## src/source/blackjack_pkg.sv

```systemverilog
`default_nettype none

package blackjack_pkg;

    // ----------------------------------------------------------------------
    // widths
    // ----------------------------------------------------------------------
    typedef logic [3:0] card_t;   // 1 = ace, faces count 10
    typedef logic [4:0] score_t;  // raw sum or soft-ace score
    typedef logic [3:0] bet_t;    // switch value 0..15
    typedef logic [7:0] coin_t;   // saturates at 255

    // ----------------------------------------------------------------------
    // table FSM and round result
    // ----------------------------------------------------------------------
    typedef enum logic [2:0] {
        ST_BETTING,
        ST_DEAL,
        ST_PLAYER,
        ST_DEALER_DRAW,
        ST_DEALER_CHECK,
        ST_RESULT
    } game_state_t;

    typedef enum logic [1:0] {
        OUT_LOSE,
        OUT_DRAW,
        OUT_WIN,
        OUT_WIN_21   // win with exactly 21, pays four times
    } outcome_t;

    // ----------------------------------------------------------------------
    // constants
    // ----------------------------------------------------------------------
    localparam coin_t  INITIAL_COINS = 8'd30;
    localparam score_t DEALER_STAND  = 5'd17;
    localparam score_t BLACKJACK     = 5'd21;
    localparam score_t ACE_BONUS     = 5'd10;  // ace as 11 instead of 1

    // card LFSR start, any nonzero value
    localparam logic [15:0] LFSR_SEED = 16'hace1;

endpackage

`default_nettype wire
```

## src/source/blackjack_top.sv

```systemverilog
`default_nettype none

module blackjack_top (
    input  wire                   clk,
    input  wire                   reset,
    input  wire                   next,
    input  wire                   hit,
    input  wire                   stand,
    input  wire                   double_down,
    input  blackjack_pkg::bet_t   bet,
    output blackjack_pkg::score_t player_score,
    output blackjack_pkg::score_t dealer_score,
    output blackjack_pkg::card_t  player_card,
    output logic                  player_card_valid,
    output blackjack_pkg::card_t  dealer_card,
    output logic                  dealer_card_valid,
    output blackjack_pkg::coin_t  coins,
    output logic                  win,
    output logic                  lose,
    output logic                  draw
);

    blackjack_pkg::card_t    card;
    blackjack_pkg::outcome_t outcome;
    logic draw_card;
    logic player_add;
    logic dealer_add;
    logic player_clear;
    logic dealer_clear;
    logic place_bet;
    logic double_stake;
    logic settle;
    logic bet_ok;
    logic double_ok;

    // one shared card source, the add strobes say whose card it is
    assign player_card       = card;
    assign dealer_card       = card;
    assign player_card_valid = player_add;
    assign dealer_card_valid = dealer_add;

    card_dealer u_card_dealer (
        .clk       (clk),
        .reset     (reset),
        .draw_card (draw_card),
        .card      (card)
    );

    hand_scorer u_player_hand (
        .clk   (clk),
        .reset (reset),
        .clear (player_clear),
        .add   (player_add),
        .card  (card),
        .score (player_score)
    );

    hand_scorer u_dealer_hand (
        .clk   (clk),
        .reset (reset),
        .clear (dealer_clear),
        .add   (dealer_add),
        .card  (card),
        .score (dealer_score)
    );

    game_control u_game_control (
        .clk          (clk),
        .reset        (reset),
        .next         (next),
        .hit          (hit),
        .stand        (stand),
        .double_down  (double_down),
        .bet_ok       (bet_ok),
        .double_ok    (double_ok),
        .player_score (player_score),
        .dealer_score (dealer_score),
        .draw_card    (draw_card),
        .player_add   (player_add),
        .dealer_add   (dealer_add),
        .player_clear (player_clear),
        .dealer_clear (dealer_clear),
        .place_bet    (place_bet),
        .double_stake (double_stake),
        .settle       (settle),
        .outcome      (outcome),
        .win          (win),
        .lose         (lose),
        .draw         (draw)
    );

    coin_bank u_coin_bank (
        .clk          (clk),
        .reset        (reset),
        .bet          (bet),
        .place_bet    (place_bet),
        .double_stake (double_stake),
        .settle       (settle),
        .outcome      (outcome),
        .bet_ok       (bet_ok),
        .double_ok    (double_ok),
        .coins        (coins)
    );

endmodule

`default_nettype wire

```

## src/source/coin_bank.sv

```systemverilog
`default_nettype none

module coin_bank (
    input  wire                     clk,
    input  wire                     reset,
    input  blackjack_pkg::bet_t     bet,
    input  wire                     place_bet,
    input  wire                     double_stake,
    input  wire                     settle,
    input  blackjack_pkg::outcome_t outcome,
    output logic                    bet_ok,
    output logic                    double_ok,
    output blackjack_pkg::coin_t    coins
);

    blackjack_pkg::coin_t balance;
    blackjack_pkg::coin_t stake;     // coins at risk this round
    blackjack_pkg::coin_t paid_out;  // balance after settlement
    logic [9:0]           payout;    // up to 4x stake
    logic [10:0]          total;

    assign bet_ok    = (bet != '0) && (blackjack_pkg::coin_t'(bet) <= balance);
    assign double_ok = (stake <= balance);
    assign coins     = balance;

    // ----------------------------------------------------------------------
    // settlement
    // ----------------------------------------------------------------------
    always_comb begin
        case (outcome)
            blackjack_pkg::OUT_LOSE: payout = '0;
            blackjack_pkg::OUT_DRAW: payout = {2'b00, stake};      // stake back
            blackjack_pkg::OUT_WIN:  payout = {1'b0, stake, 1'b0}; // 2x
            default:                 payout = {stake, 2'b00};      // 4x at 21
        endcase
        total    = 11'(payout) + 11'(balance);
        paid_out = (total[10:8] != 3'b000) ? '1 : total[7:0];  // saturate
    end

    always_ff @(posedge clk or posedge reset) begin
        if (reset) begin
            balance <= blackjack_pkg::INITIAL_COINS;
            stake   <= '0;
        end else if (place_bet) begin
            balance <= balance - blackjack_pkg::coin_t'(bet);
            stake   <= blackjack_pkg::coin_t'(bet);
        end else if (double_stake) begin
            balance <= balance - stake;
            stake   <= {stake[6:0], 1'b0};
        end else if (settle) begin
            balance <= paid_out;
        end
    end

endmodule

`default_nettype wire

```

## src/source/game_control.sv

```systemverilog
`default_nettype none

module game_control (
    input  wire                     clk,
    input  wire                     reset,
    input  wire                     next,
    input  wire                     hit,
    input  wire                     stand,
    input  wire                     double_down,
    input  wire                     bet_ok,
    input  wire                     double_ok,
    input  blackjack_pkg::score_t   player_score,
    input  blackjack_pkg::score_t   dealer_score,
    output logic                    draw_card,
    output logic                    player_add,
    output logic                    dealer_add,
    output logic                    player_clear,
    output logic                    dealer_clear,
    output logic                    place_bet,
    output logic                    double_stake,
    output logic                    settle,
    output blackjack_pkg::outcome_t outcome,
    output logic                    win,
    output logic                    lose,
    output logic                    draw
);

    blackjack_pkg::game_state_t state;
    blackjack_pkg::game_state_t state_next;

    logic [1:0] deal_cnt;   // p, p, d, d
    logic       hit_seen;   // blocks a late double
    logic       doubled;    // waiting for the doubled card's score
    logic       settled;    // result already paid out

    // ----------------------------------------------------------------------
    // next state and strobes
    // ----------------------------------------------------------------------
    always_comb begin
        state_next   = state;
        draw_card    = 1'b0;
        player_add   = 1'b0;
        dealer_add   = 1'b0;
        player_clear = 1'b0;
        dealer_clear = 1'b0;
        place_bet    = 1'b0;
        double_stake = 1'b0;
        case (state)
            blackjack_pkg::ST_BETTING: begin
                if (next && bet_ok) begin
                    player_clear = 1'b1;
                    dealer_clear = 1'b1;
                    place_bet    = 1'b1;
                    state_next   = blackjack_pkg::ST_DEAL;
                end
            end
            blackjack_pkg::ST_DEAL: begin
                draw_card  = 1'b1;
                player_add = !deal_cnt[1];
                dealer_add = deal_cnt[1];
                if (deal_cnt == 2'd3) begin
                    state_next = blackjack_pkg::ST_PLAYER;
                end
            end
            blackjack_pkg::ST_PLAYER: begin
                // score here already includes the last card drawn
                if (player_score > blackjack_pkg::BLACKJACK) begin
                    state_next = blackjack_pkg::ST_RESULT;  // bust, dealer skips
                end else if (doubled || player_score == blackjack_pkg::BLACKJACK) begin
                    state_next = blackjack_pkg::ST_DEALER_CHECK;
                end else if (hit) begin
                    draw_card  = 1'b1;
                    player_add = 1'b1;
                end else if (stand) begin
                    state_next = blackjack_pkg::ST_DEALER_CHECK;
                end else if (double_down && !hit_seen && double_ok) begin
                    double_stake = 1'b1;
                    draw_card    = 1'b1;
                    player_add   = 1'b1;
                end
            end
            blackjack_pkg::ST_DEALER_DRAW: begin
                draw_card  = 1'b1;
                dealer_add = 1'b1;
                state_next = blackjack_pkg::ST_DEALER_CHECK;
            end
            blackjack_pkg::ST_DEALER_CHECK: begin
                if (dealer_score >= blackjack_pkg::DEALER_STAND) begin
                    state_next = blackjack_pkg::ST_RESULT;
                end else begin
                    state_next = blackjack_pkg::ST_DEALER_DRAW;
                end
            end
            blackjack_pkg::ST_RESULT: begin
                if (next) begin
                    state_next = blackjack_pkg::ST_BETTING;
                end
            end
            default: state_next = blackjack_pkg::ST_BETTING;
        endcase
    end

    // ----------------------------------------------------------------------
    // state registers
    // ----------------------------------------------------------------------
    always_ff @(posedge clk or posedge reset) begin
        if (reset) begin
            state    <= blackjack_pkg::ST_BETTING;
            deal_cnt <= 2'd0;
            hit_seen <= 1'b0;
            doubled  <= 1'b0;
            settled  <= 1'b0;
        end else begin
            state   <= state_next;
            settled <= (state == blackjack_pkg::ST_RESULT);
            if (state == blackjack_pkg::ST_DEAL) begin
                deal_cnt <= deal_cnt + 2'd1;  // wraps back to 0 after four
            end
            if (place_bet) begin
                hit_seen <= 1'b0;
                doubled  <= 1'b0;
            end else begin
                if (state == blackjack_pkg::ST_PLAYER && player_add && !double_stake) begin
                    hit_seen <= 1'b1;
                end
                if (double_stake) begin
                    doubled <= 1'b1;
                end
            end
        end
    end

    // ----------------------------------------------------------------------
    // outcome
    // ----------------------------------------------------------------------
    always_comb begin
        if (player_score > blackjack_pkg::BLACKJACK ||
            (dealer_score <= blackjack_pkg::BLACKJACK && dealer_score > player_score)) begin
            outcome = blackjack_pkg::OUT_LOSE;
        end else if (dealer_score > blackjack_pkg::BLACKJACK || dealer_score < player_score) begin
            if (player_score == blackjack_pkg::BLACKJACK) begin
                outcome = blackjack_pkg::OUT_WIN_21;
            end else begin
                outcome = blackjack_pkg::OUT_WIN;
            end
        end else begin
            outcome = blackjack_pkg::OUT_DRAW;
        end
    end

    assign settle = (state == blackjack_pkg::ST_RESULT) && !settled;  // first result cycle
    assign lose = (state == blackjack_pkg::ST_RESULT) && (outcome == blackjack_pkg::OUT_LOSE);
    assign draw = (state == blackjack_pkg::ST_RESULT) && (outcome == blackjack_pkg::OUT_DRAW);
    assign win  = (state == blackjack_pkg::ST_RESULT) &&
                  (outcome == blackjack_pkg::OUT_WIN || outcome == blackjack_pkg::OUT_WIN_21);

endmodule

`default_nettype wire

```

## src/source/hand_scorer.sv

```systemverilog
`default_nettype none

module hand_scorer (
    input  wire                   clk,
    input  wire                   reset,
    input  wire                   clear,
    input  wire                   add,
    input  blackjack_pkg::card_t  card,
    output blackjack_pkg::score_t score
);

    blackjack_pkg::score_t raw_sum;  // every ace counted as 1
    logic                  has_ace;
    logic                  promote;

    // ----------------------------------------------------------------------
    // hand accumulation
    // ----------------------------------------------------------------------
    always_ff @(posedge clk or posedge reset) begin
        if (reset) begin
            raw_sum <= '0;
            has_ace <= 1'b0;
        end else if (clear) begin
            raw_sum <= '0;
            has_ace <= 1'b0;
        end else if (add) begin
            raw_sum <= raw_sum + blackjack_pkg::score_t'(card);
            if (card == 4'd1) begin
                has_ace <= 1'b1;
            end
        end
    end

    // ----------------------------------------------------------------------
    // soft-ace score
    // ----------------------------------------------------------------------

    // one ace can count as 11 while the hand stays at 21 or below
    assign promote = has_ace &&
                     (raw_sum <= (blackjack_pkg::BLACKJACK - blackjack_pkg::ACE_BONUS));

    always_comb begin
        if (promote) begin
            score = raw_sum + blackjack_pkg::ACE_BONUS;
        end else begin
            score = raw_sum;
        end
    end

endmodule

`default_nettype wire

```

## src/source/card_dealer.sv

```systemverilog
`default_nettype none

module card_dealer (
    input  wire                  clk,
    input  wire                  reset,
    input  wire                  draw_card,
    output blackjack_pkg::card_t card
);

    logic [15:0] lfsr;
    logic        feedback;
    logic [3:0]  rank;     // 0..12 before capping

    // ----------------------------------------------------------------------
    // 16-bit Fibonacci LFSR, taps 16 14 13 11
    // ----------------------------------------------------------------------
    assign feedback = lfsr[15] ^ lfsr[13] ^ lfsr[12] ^ lfsr[10];

    always_ff @(posedge clk or posedge reset) begin
        if (reset) begin
            lfsr <= blackjack_pkg::LFSR_SEED;
        end else if (draw_card) begin
            lfsr <= {lfsr[14:0], feedback};  // one step per dealt card
        end
    end

    // ----------------------------------------------------------------------
    // card mapping
    // ----------------------------------------------------------------------

    // thirteen ranks, ace first
    assign rank = 4'(lfsr % 16'd13);

    always_comb begin
        if (rank >= 4'd9) begin
            card = 4'd10;              // ten, jack, queen, king
        end else begin
            card = rank + 4'd1;        // ace through nine
        end
    end

endmodule

`default_nettype wire

```

## config.mk

```make
export PLATFORM = sky130hd
export DESIGN_NAME = blackjack_top
export DESIGN_NICKNAME = d
export VERILOG_FILES = /design/src/source/blackjack_pkg.sv /design/src/source/blackjack_top.sv /design/src/source/coin_bank.sv /design/src/source/game_control.sv /design/src/source/hand_scorer.sv /design/src/source/card_dealer.sv
export SDC_FILE = /design/constraint.sdc
export NUM_CORES = 1
export LEC_CHECK = 0
export ABC_AREA = 1
export BUFFER_PORTS_ARGS = -buffer_cell sky130_fd_sc_hd__clkbuf_2
export CAP_MARGIN = 10
export CORE_ASPECT_RATIO = 1.25
export CORE_UTILIZATION = 62
export CTS_BUF_LIST = sky130_fd_sc_hd__clkbuf_16
export DETAILED_ROUTE_END_ITERATION = 7
export GPL_TIMING_DRIVEN = 0
export MAX_ROUTING_LAYER = met4
export PLACE_DENSITY_LB_ADDON = 0.3
export SLEW_MARGIN = 20
export SYNTH_ARGS = -nofsm -noshare
export SYNTH_HDL_FRONTEND = slang
export SYNTH_SLANG_ARGS = --single-unit
```

## constraint.sdc

```tcl
create_clock -name clk -period 8.6 [get_ports clk]
set_input_delay 0.43 -clock clk [delete_from_list [all_inputs] [get_ports clk]]
set_output_delay 0.43 -clock clk [all_outputs]
set_load 0.05 [all_outputs]
```

==> flow_metrics.env, run 1 <==
export IMPL_use_met3_pct=3.71
export IMPL_grt_first_pass_wirelength_mm=23.4
export IMPL_path_buf_inv=10
export IMPL_hpwl_mm=11.0
export IMPL_diodes=0
export IMPL_period_needed_ps=7990
export IMPL_synth_net_count=887
export IMPL_busiest_layer="met2"
export IMPL_relSlewSlack_pct=54.0
export IMPL_fmax_mhz=125
export IMPL_synth_seq_cells=52
export IMPL_clock_sinks=52
export IMPL_status="complete, no violations"
export IMPL_drive_gt1_share_pct=22.0
export IMPL_required_ps=8170
export IMPL_crit_top_cell="nand2_1"
export IMPL_layout_common_cells="176 x nand2_1, 123 x inv_1, 62 x nand3_1, 47 x nor2_1, 47 x o21ai_0"
export IMPL_layout_nets=947
export IMPL_clk_pin_slew_ps=70
export IMPL_reg2reg_depth=75
export IMPL_synth_area_leader_cell="dfrtp_1"
export IMPL_first_global_vias=5576
export IMPL_fp_dieW_um=87.7
export IMPL_dieArea_mm2=0.00958
export IMPL_io_pins=41
export IMPL_initial_core_util_pct=64.8
export IMPL_arrival_ps=7560
export IMPL_ys_seq_area_share_pct=23.1
export IMPL_cts_buffers=5
export IMPL_grt_max_degree=31
export IMPL_rrSetupSlack_ps=610
export IMPL_drt_wirelength_per_cell_um=13.9
export IMPL_grt_overflow_total=0
export IMPL_dpl_cell_count=991
export IMPL_endpoint_kind="primary output"
export IMPL_finalHoldViolCount=0
export IMPL_clock_latency_ps=300
export IMPL_layout_commonest_cell="nand2_1"
export IMPL_firstDrtPassIters=5
export IMPL_finalClockSkew_ps=9.50
export IMPL_tightest_slew_ps=683
export IMPL_use_met2_pct=56.7
export IMPL_antenna_found_initial=0
export IMPL_clockRootBuffer="clkbuf_16"
export IMPL_crit_slowest_cell="dfstp_2"
export IMPL_startpoint_type="flip-flop"
export IMPL_cts_max_path_buffers=2
export IMPL_worstHoldPathType="in -> async"
export IMPL_cts_tree="yes"
export IMPL_core_area_mm2=0.00880
export IMPL_cap_viol_max_count=0
export IMPL_yosysUniqueCellTypes=50
export IMPL_routed_via_density=5.79
export IMPL_netlist_area_mm2=0.00570
export IMPL_crit_type="reg -> out"
export IMPL_syn_inst=830
export IMPL_path_delay_family="simple AND/OR/NAND/NOR gates"
export IMPL_vias=5856
export IMPL_setup_violations=0
export IMPL_fin_tns_setup_ps=0
export IMPL_max_stage_delay_ps=530
export IMPL_instances_no_fill=1011
export IMPL_gp_congestion=0.927
export IMPL_h_tree_depth=2
export IMPL_synth_warnings=0
export IMPL_drv_slew=0
export IMPL_rows=38
export IMPL_r2r_end="u_dealer_hand.raw_sum[4]"
export IMPL_synth_top_area_share_pct=17.6
export IMPL_r2r_start="u_card_dealer.lfsr[13]"
export IMPL_drt_iter0_drc=336
export IMPL_period_share_pct=92.8
export IMPL_area_growth_pct=13.3
export IMPL_grt_usage_pct=31.3
export IMPL_synthTopCellsByArea="dfrtp_1 18%, nand2_1 12%, ha_1 9.2%"
export IMPL_finalWirelength_mm=14.1
export IMPL_met1_usage_pct=35.1
export IMPL_crit_fanout=8
export IMPL_drc_errors=0
export IMPL_nFillCells=702
export IMPL_antenna_left=0
export IMPL_numPortBuffers=40
export IMPL_dieHeight_um=109
export IMPL_syn_area_per_cell_um2=6.86
## cells by family after synthesis
logic type | count (synthesis) | synth area share [%]
fa+ha+maj | 47 | 11.0
buf+inv | 156 | 10.8
simple gates | 383 | 33.3
xor+xnor | 30 | 4.61
flops | 52 | 23.1
compound gates | 162 | 17.2
## cells in the mapped netlist, drive strengths merged
master	n
o211ai	7
a31oi	7
nand3	79
nand4	10
o21bai	3
nor4	1
a31o	1
o21a	2
dfrtp	40
o21ai	63
nand3b	2
or2	4
o41ai	2
a211oi	1
dfstp	12
xor2	24
o221ai	9
clkbuf	5
o22ai	12
buf	8
clkinv	2
a21oi	45
fa	5
nor3	4
o311ai	1
inv	141
a41oi	1
and2	1
xnor2	6
o32ai	1
nand2	220
ha	42
nor2	62
a21o	2
o2111ai	1
a22oi	4
## final cells by class
class	count	area (um^2)	share of cell area [%]
Tap cell	120	150	2.33
Clock buffer	5	125	1.94
Timing Repair Buffer	53	322	4.98
Inverter	143	537	8.32
Sequential cell	52	1320	20.4
Multi-Input combinational cell	622	3880	60.2
Clock inverter	3	42.5	0.659
Buffer	13	78.8	1.22
## worst max path at each step
| stage | startpoint | end | cells after the start |
|---|---|---|---|
| after global placement | u_card_dealer.lfsr[15] | u_dealer_hand.raw_sum[4] | 68 |
| after CTS | u_card_dealer.lfsr[13] | u_dealer_hand.raw_sum[4] | 69 |
| final | u_card_dealer.lfsr[13] | player_card[0] | 70 |
| after detailed placement | u_card_dealer.lfsr[13] | u_dealer_hand.raw_sum[4] | 69 |
| after global routing | u_card_dealer.lfsr[15] | u_dealer_hand.raw_sum[3] | 74 |
| after floorplan | u_card_dealer.lfsr[15] | u_dealer_hand.raw_sum[4] | 70 |
## per-stage QoR
step	util (%)	setup WS, ps	cell area [um^2]	hold WS, ps
global route	73.4	-96.9	6450	192
CTS	70.9	272	6230	157
finish	73.4	615	6450	144
global placement	68.7	763	6050	462
detailed placement	69.0	303	6070	468
floorplan	-	612	5700	448
## routing by layer
layer | share of wire [%] | vias up
li1 | - | 2848
met1 | 39 | 2769
met2 | 53 | 199
met3 | 5.0 | 40
met4 | 2.6 | 0
met5 | 0 | -
## what timing repair did
action | in CTS | in global routing
hold buffers | 0 | 0
setup buffers | 0 | 12
endpoints found under the setup margin | 0 | 16
gates resized for setup | 0 | 40
## state kept, by name (all words and copies together), names as in the netlist, 2 cells and up
name	count
u_coin_bank.coins	8
u_game_control.deal_cnt	2
u_player_hand.raw_sum	5
u_game_control.state	3
u_card_dealer.lfsr	16
u_dealer_hand.raw_sum	5
u_coin_bank.stake	8
Power of run 1 is left out: the tool's default activity adds up to more than one toggle a clock period on the data nets, which glitch-free logic cannot reach.
==> run 2, diff against run 1 <==
--- a/config.mk
+++ b/config.mk
@@ -12,9 +12,8 @@
 export CORE_UTILIZATION = 62
 export CTS_BUF_LIST = sky130_fd_sc_hd__clkbuf_16
 export DETAILED_ROUTE_END_ITERATION = 7
-export GPL_TIMING_DRIVEN = 0
 export MAX_ROUTING_LAYER = met4
-export PLACE_DENSITY_LB_ADDON = 0.3
+export PLACE_DENSITY = 0.85
 export SLEW_MARGIN = 20
 export SYNTH_ARGS = -nofsm -noshare
 export SYNTH_HDL_FRONTEND = slang
==> flow_metrics.env, run 2 (synthesis gave the netlist of run 1 again) <==
export IMPL_rows=38
export IMPL_area_growth_pct=12.1
export IMPL_drt_wirelength_per_cell_um=14.1
export IMPL_period_share_pct=93.5
export IMPL_max_stage_delay_ps=580
export IMPL_dieArea_mm2=0.00958
export IMPL_crit_top_cell="nand2_2"
export IMPL_h_tree_depth=2
export IMPL_hpwl_mm=10.6
export IMPL_cts_max_path_buffers=2
export IMPL_grt_max_degree=53
export IMPL_worstHoldPathType="in -> async"
export IMPL_crit_path_start="u_card_dealer.lfsr[15]"
export IMPL_tightest_slew_ps=1020
export IMPL_cts_hold_buffers_added=0
export IMPL_rrSetupSlack_ps=560
export IMPL_vias=5686
export IMPL_dieHeight_um=109
export IMPL_setup_violations=0
export IMPL_layout_commonest_cell="nand2_1"
export IMPL_relSlewSlack_pct=31.5
export IMPL_largest_reg_flops=16
export IMPL_fmax_mhz=124
export IMPL_r2r_start="u_card_dealer.lfsr[15]"
export IMPL_holdWs_ps=316
export IMPL_grt_usage_pct=30.5
export IMPL_grt_overflow_total=0
export IMPL_critical_path_endpoint="u_dealer_hand.raw_sum[4]"
export IMPL_initial_core_util_pct=64.8
export IMPL_cts_tree="yes"
export IMPL_fin_ws_ps=561
export IMPL_finalWirelength_mm=14.1
export IMPL_antenna_found_initial=0
export IMPL_firstDrtPassIters=5
export IMPL_drive_gt1_share_pct=23.7
export IMPL_crit_slowest_cell="dfstp_2"
export IMPL_arrival_ps=8210
export IMPL_layout_common_cells="158 x nand2_1, 123 x inv_1, 58 x nand3_1, 49 x nand2_2"
export IMPL_crit_type="reg -> reg"
export IMPL_period_needed_ps=8040
export IMPL_r2r_end="u_dealer_hand.raw_sum[4]"
export IMPL_drv_slew=0
export IMPL_required_ps=8770
export IMPL_clock_sinks=52
export IMPL_numPortBuffers=40
export IMPL_reg2reg_depth=74
export IMPL_antenna_left=0
export IMPL_core_area_mm2=0.00880
export IMPL_utilization_pct=72.6
export IMPL_regMostFlops="u_card_dealer.lfsr"
export IMPL_cts_buffers=5
export IMPL_clockRootBuffer="clkbuf_16"
export IMPL_finalClockSkew_ps=5.92
export IMPL_routed_via_density=5.71
export IMPL_crit_fanout=6
export IMPL_drt_iter0_drc=278
export IMPL_io_pins=41
export IMPL_place_ws_ps=339
export IMPL_fp_dieW_um=87.7
export IMPL_clk_pin_slew_ps=70
export IMPL_status="complete, no violations"
export IMPL_diodes=0
export IMPL_gp_congestion=0.974
export IMPL_clock_latency_ps=290
export IMPL_grt_first_pass_wirelength_mm=23.0
export IMPL_startpoint_type="flip-flop"
export IMPL_first_global_vias=5508
export IMPL_drc_errors=0
export IMPL_layout_nets=932
export IMPL_fin_tns_setup_ps=0
export IMPL_finalHoldViolCount=0
export IMPL_endpoint_kind="flip-flop"
export IMPL_cap_viol_max_count=0
## run 2: changes by cell type in the layout (fill, tap and decap cells not counted), sizes merged
cell      delta
clkinv       -1
bufinv       -1
clkbuf       -2
clkinvlp     +1
buf         -13
inv          +1
## run 2: worst max-delay path, delay by kind of cell (launching register included)
kind | cells | cell delay (ps)
and+or+nand+nor | 56 | 5210
adders and majority gates | 4 | 770
DFF | 1 | 580
AOI/OAI and AO/OA | 6 | 810
buffers and inverters | 8 | 500
## run 2: routing by layer
metal	GRT usage, %	share of wire, %	up-vias
li1	-	-	2826
met1	33.6	41	2683
met2	55.8	52	135
met4	11.4	2.6	0
met5	-	0	-
met3	3.33	3.8	42
## run 2: worst min path at each step
stage                            endpoint  slack (ps)  depth (start not counted)
3_3_place_gp   u_game_control.deal_cnt[0]         460                          1
6_report            u_card_dealer.lfsr[4]         320                          3
2_1_floorplan  u_game_control.deal_cnt[0]         450                          1
5_1_grt             u_card_dealer.lfsr[4]         380                          3
4_1_cts             u_card_dealer.lfsr[4]         340                          3
3_5_place_dp   u_game_control.deal_cnt[0]         470                          1
## run 2: per-stage QoR
| step | instances | area [um^2] |
|---|---|---|
| floorplan | 830 | 5700 |
| global placement | 978 | 5980 |
| detailed placement | 978 | 5980 |
| CTS | 986 | 6120 |
| global route | 996 | 6390 |
| finish | 996 | 6390 |
## run 2: final cells by class
type,instances,area (um^2)
Timing Repair Buffer,51,283
Multi-Input combinational cell,622,3960
Clock inverter,3,15.0
Fill cell,675,2410
Sequential cell,52,1320
Tap cell,120,150
Inverter,143,537
Clock buffer,5,125
## run 2: what timing repair did
action                                  CTS  global route
setup buffers                             0            10
endpoints found under the setup margin    0            16
resized for setup                         0            56
Power of run 2 is left out for the same reason.
==> run 3, diff against run 2 <==
--- a/config.mk
+++ b/config.mk
@@ -14,6 +14,7 @@
 export DETAILED_ROUTE_END_ITERATION = 7
 export MAX_ROUTING_LAYER = met4
 export PLACE_DENSITY = 0.85
+export RECOVER_POWER = 25
 export SLEW_MARGIN = 20
 export SYNTH_ARGS = -nofsm -noshare
 export SYNTH_HDL_FRONTEND = slang
==> constraint.sdc (replaced) <==
create_clock -name clk -period 8.6 [get_ports clk]
set_input_delay 0.43 -clock clk [delete_from_list [all_inputs] [get_ports clk]]
set_output_delay 0.43 -clock clk [all_outputs]
set_load 0.1 [all_outputs]
==> flow_metrics.env, run 3 (synthesis gave the netlist of run 1 again) <==
export IMPL_first_global_vias=5444
export IMPL_fp_dieW_um=87.7
export IMPL_endpoint_kind="flip-flop"
export IMPL_path_delay_family="simple AND/OR/NAND/NOR gates"
export IMPL_layout_commonest_cell="nand2_1"
export IMPL_instances_no_fill=993
export IMPL_drc_errors=0
export IMPL_grt_first_pass_wirelength_mm=22.9
export IMPL_crit_fanout=6
export IMPL_dpl_cell_count=978
export IMPL_regMostFlops="u_card_dealer.lfsr"
export IMPL_grt_overflow_total=0
export IMPL_drive_gt1_share_pct=22.5
export IMPL_clock_sinks=52
export IMPL_utilization_pct=72.5
export IMPL_dieArea_mm2=0.00958
export IMPL_crit_top_cell="nand2_2"
export IMPL_grt_usage_pct=30.8
export IMPL_diodes=0
export IMPL_cts_buffers=5
export IMPL_period_share_pct=93.1
export IMPL_path_buf_inv=11
export IMPL_relSlewSlack_pct=-87.4
export IMPL_layout_nets=929
export IMPL_drv_slew=53
export IMPL_finalHoldViolCount=0
export IMPL_h_tree_depth=2
export IMPL_gp_congestion=0.972
export IMPL_holdWs_ps=426
export IMPL_firstDrtPassIters=5
export IMPL_cts_tree="yes"
export IMPL_clock_latency_ps=300
export IMPL_dieHeight_um=109
export IMPL_startpoint_type="flip-flop"
export IMPL_drt_wirelength_per_cell_um=14.2
export IMPL_drt_iter0_drc=378
export IMPL_violations="max-capacitance violations, max-slew violations"
export IMPL_clockRootBuffer="clkbuf_16"
export IMPL_numPortBuffers=40
export IMPL_vias=5719
export IMPL_setup_violations=0
export IMPL_crit_slowest_cell="dfstp_2"
export IMPL_fmax_mhz=125
export IMPL_arrival_ps=8190
export IMPL_hpwl_mm=10.6
export IMPL_cap_viol_max_count=1
export IMPL_finalWirelength_mm=14.1
export IMPL_status="finished, violations left"
export IMPL_routed_via_density=5.76
export IMPL_rows=38
export IMPL_max_stage_delay_ps=560
export IMPL_worstHoldPathType="in -> reg"
export IMPL_cts_max_path_buffers=2
export IMPL_core_area_mm2=0.00880
export IMPL_period_needed_ps=8000
export IMPL_area_growth_pct=11.9
export IMPL_tightest_slew_ps=2810
export IMPL_largest_reg_flops=16
export IMPL_required_ps=8790
export IMPL_clk_pin_slew_ps=70
export IMPL_grt_max_degree=53
export IMPL_initial_core_util_pct=64.8
export IMPL_layout_common_cells="162 x nand2_1, 123 x inv_1, 61 x nand3_1, 47 x o21ai_0, 47 x nand2_2"
export IMPL_antenna_found_initial=0
export IMPL_crit_type="reg -> reg"
export IMPL_antenna_left=0
export IMPL_finalClockSkew_ps=5.99
export IMPL_io_pins=41
==> run 3: changes by cell type in the layout (fill, tap and decap cells not counted), sizes merged <==
cell	before	now
bufinv	0	1
inv	142	140
clkinv	3	4
buf	11	9
clkbuf	45	44
==> run 3: layout make-up <==
class / count / area, um^2
multi-input cells: 622 / 3940
fillers: 708 / 2420
flip-flops and latches: 52 / 1320
inverters: 143 / 537
repair buffers: 48 / 270
well taps: 120 / 150
clock buffers: 5 / 125
clock inverters: 3 / 42.5
==> run 3: per-stage QoR <==
stage                     setup WS, ps  setup TNS [ps]  cell area [um^2]
after floorplan                    295               0              5710
after global placement             987               0              5990
after detailed placement           495               0              5990
after CTS                          336               0              6150
after global routing              -104            -215              6380
final                              596               0              6380
==> run 3: metal layers <==
layer	GRT usage (%)	share of wire [%]	vias up
li1	-	-	2831
met3	3.71	4.4	35
met2	55.0	52	186
met1	34.3	41	2667
met4	12.8	2.5	0
met5	-	0	-
==> run 3: final timing paths <==
check	from	endpoint	slack, ps	depth (start not counted)
hold reg to reg	u_game_control.deal_cnt[0]	u_game_control.deal_cnt[0]	480	1
setup / recovery	u_card_dealer.lfsr[15]	u_dealer_hand.raw_sum[4]	600	73
hold / removal	bet[0]	u_coin_bank.stake[0]	430	3
max in group asynchronous	reset	u_dealer_hand.raw_sum[2]	5830	3
min in group asynchronous	reset	u_card_dealer.lfsr[3]	1180	3
setup reg to reg	u_card_dealer.lfsr[15]	u_dealer_hand.raw_sum[4]	600	73
==> run 3: what timing repair did <==
item | in CTS | in global routing
setup buffers | 0 | 7
hold buffers | 0 | 0
setup endpoints to repair | 0 | 16
gates resized for setup | 0 | 58
==> run 3: tightest hold or removal path: stages <==
cell	delay, ps
clkbuf_2	90
inv_1	80
o22ai_1	80
Power of run 3 is left out for the same reason.
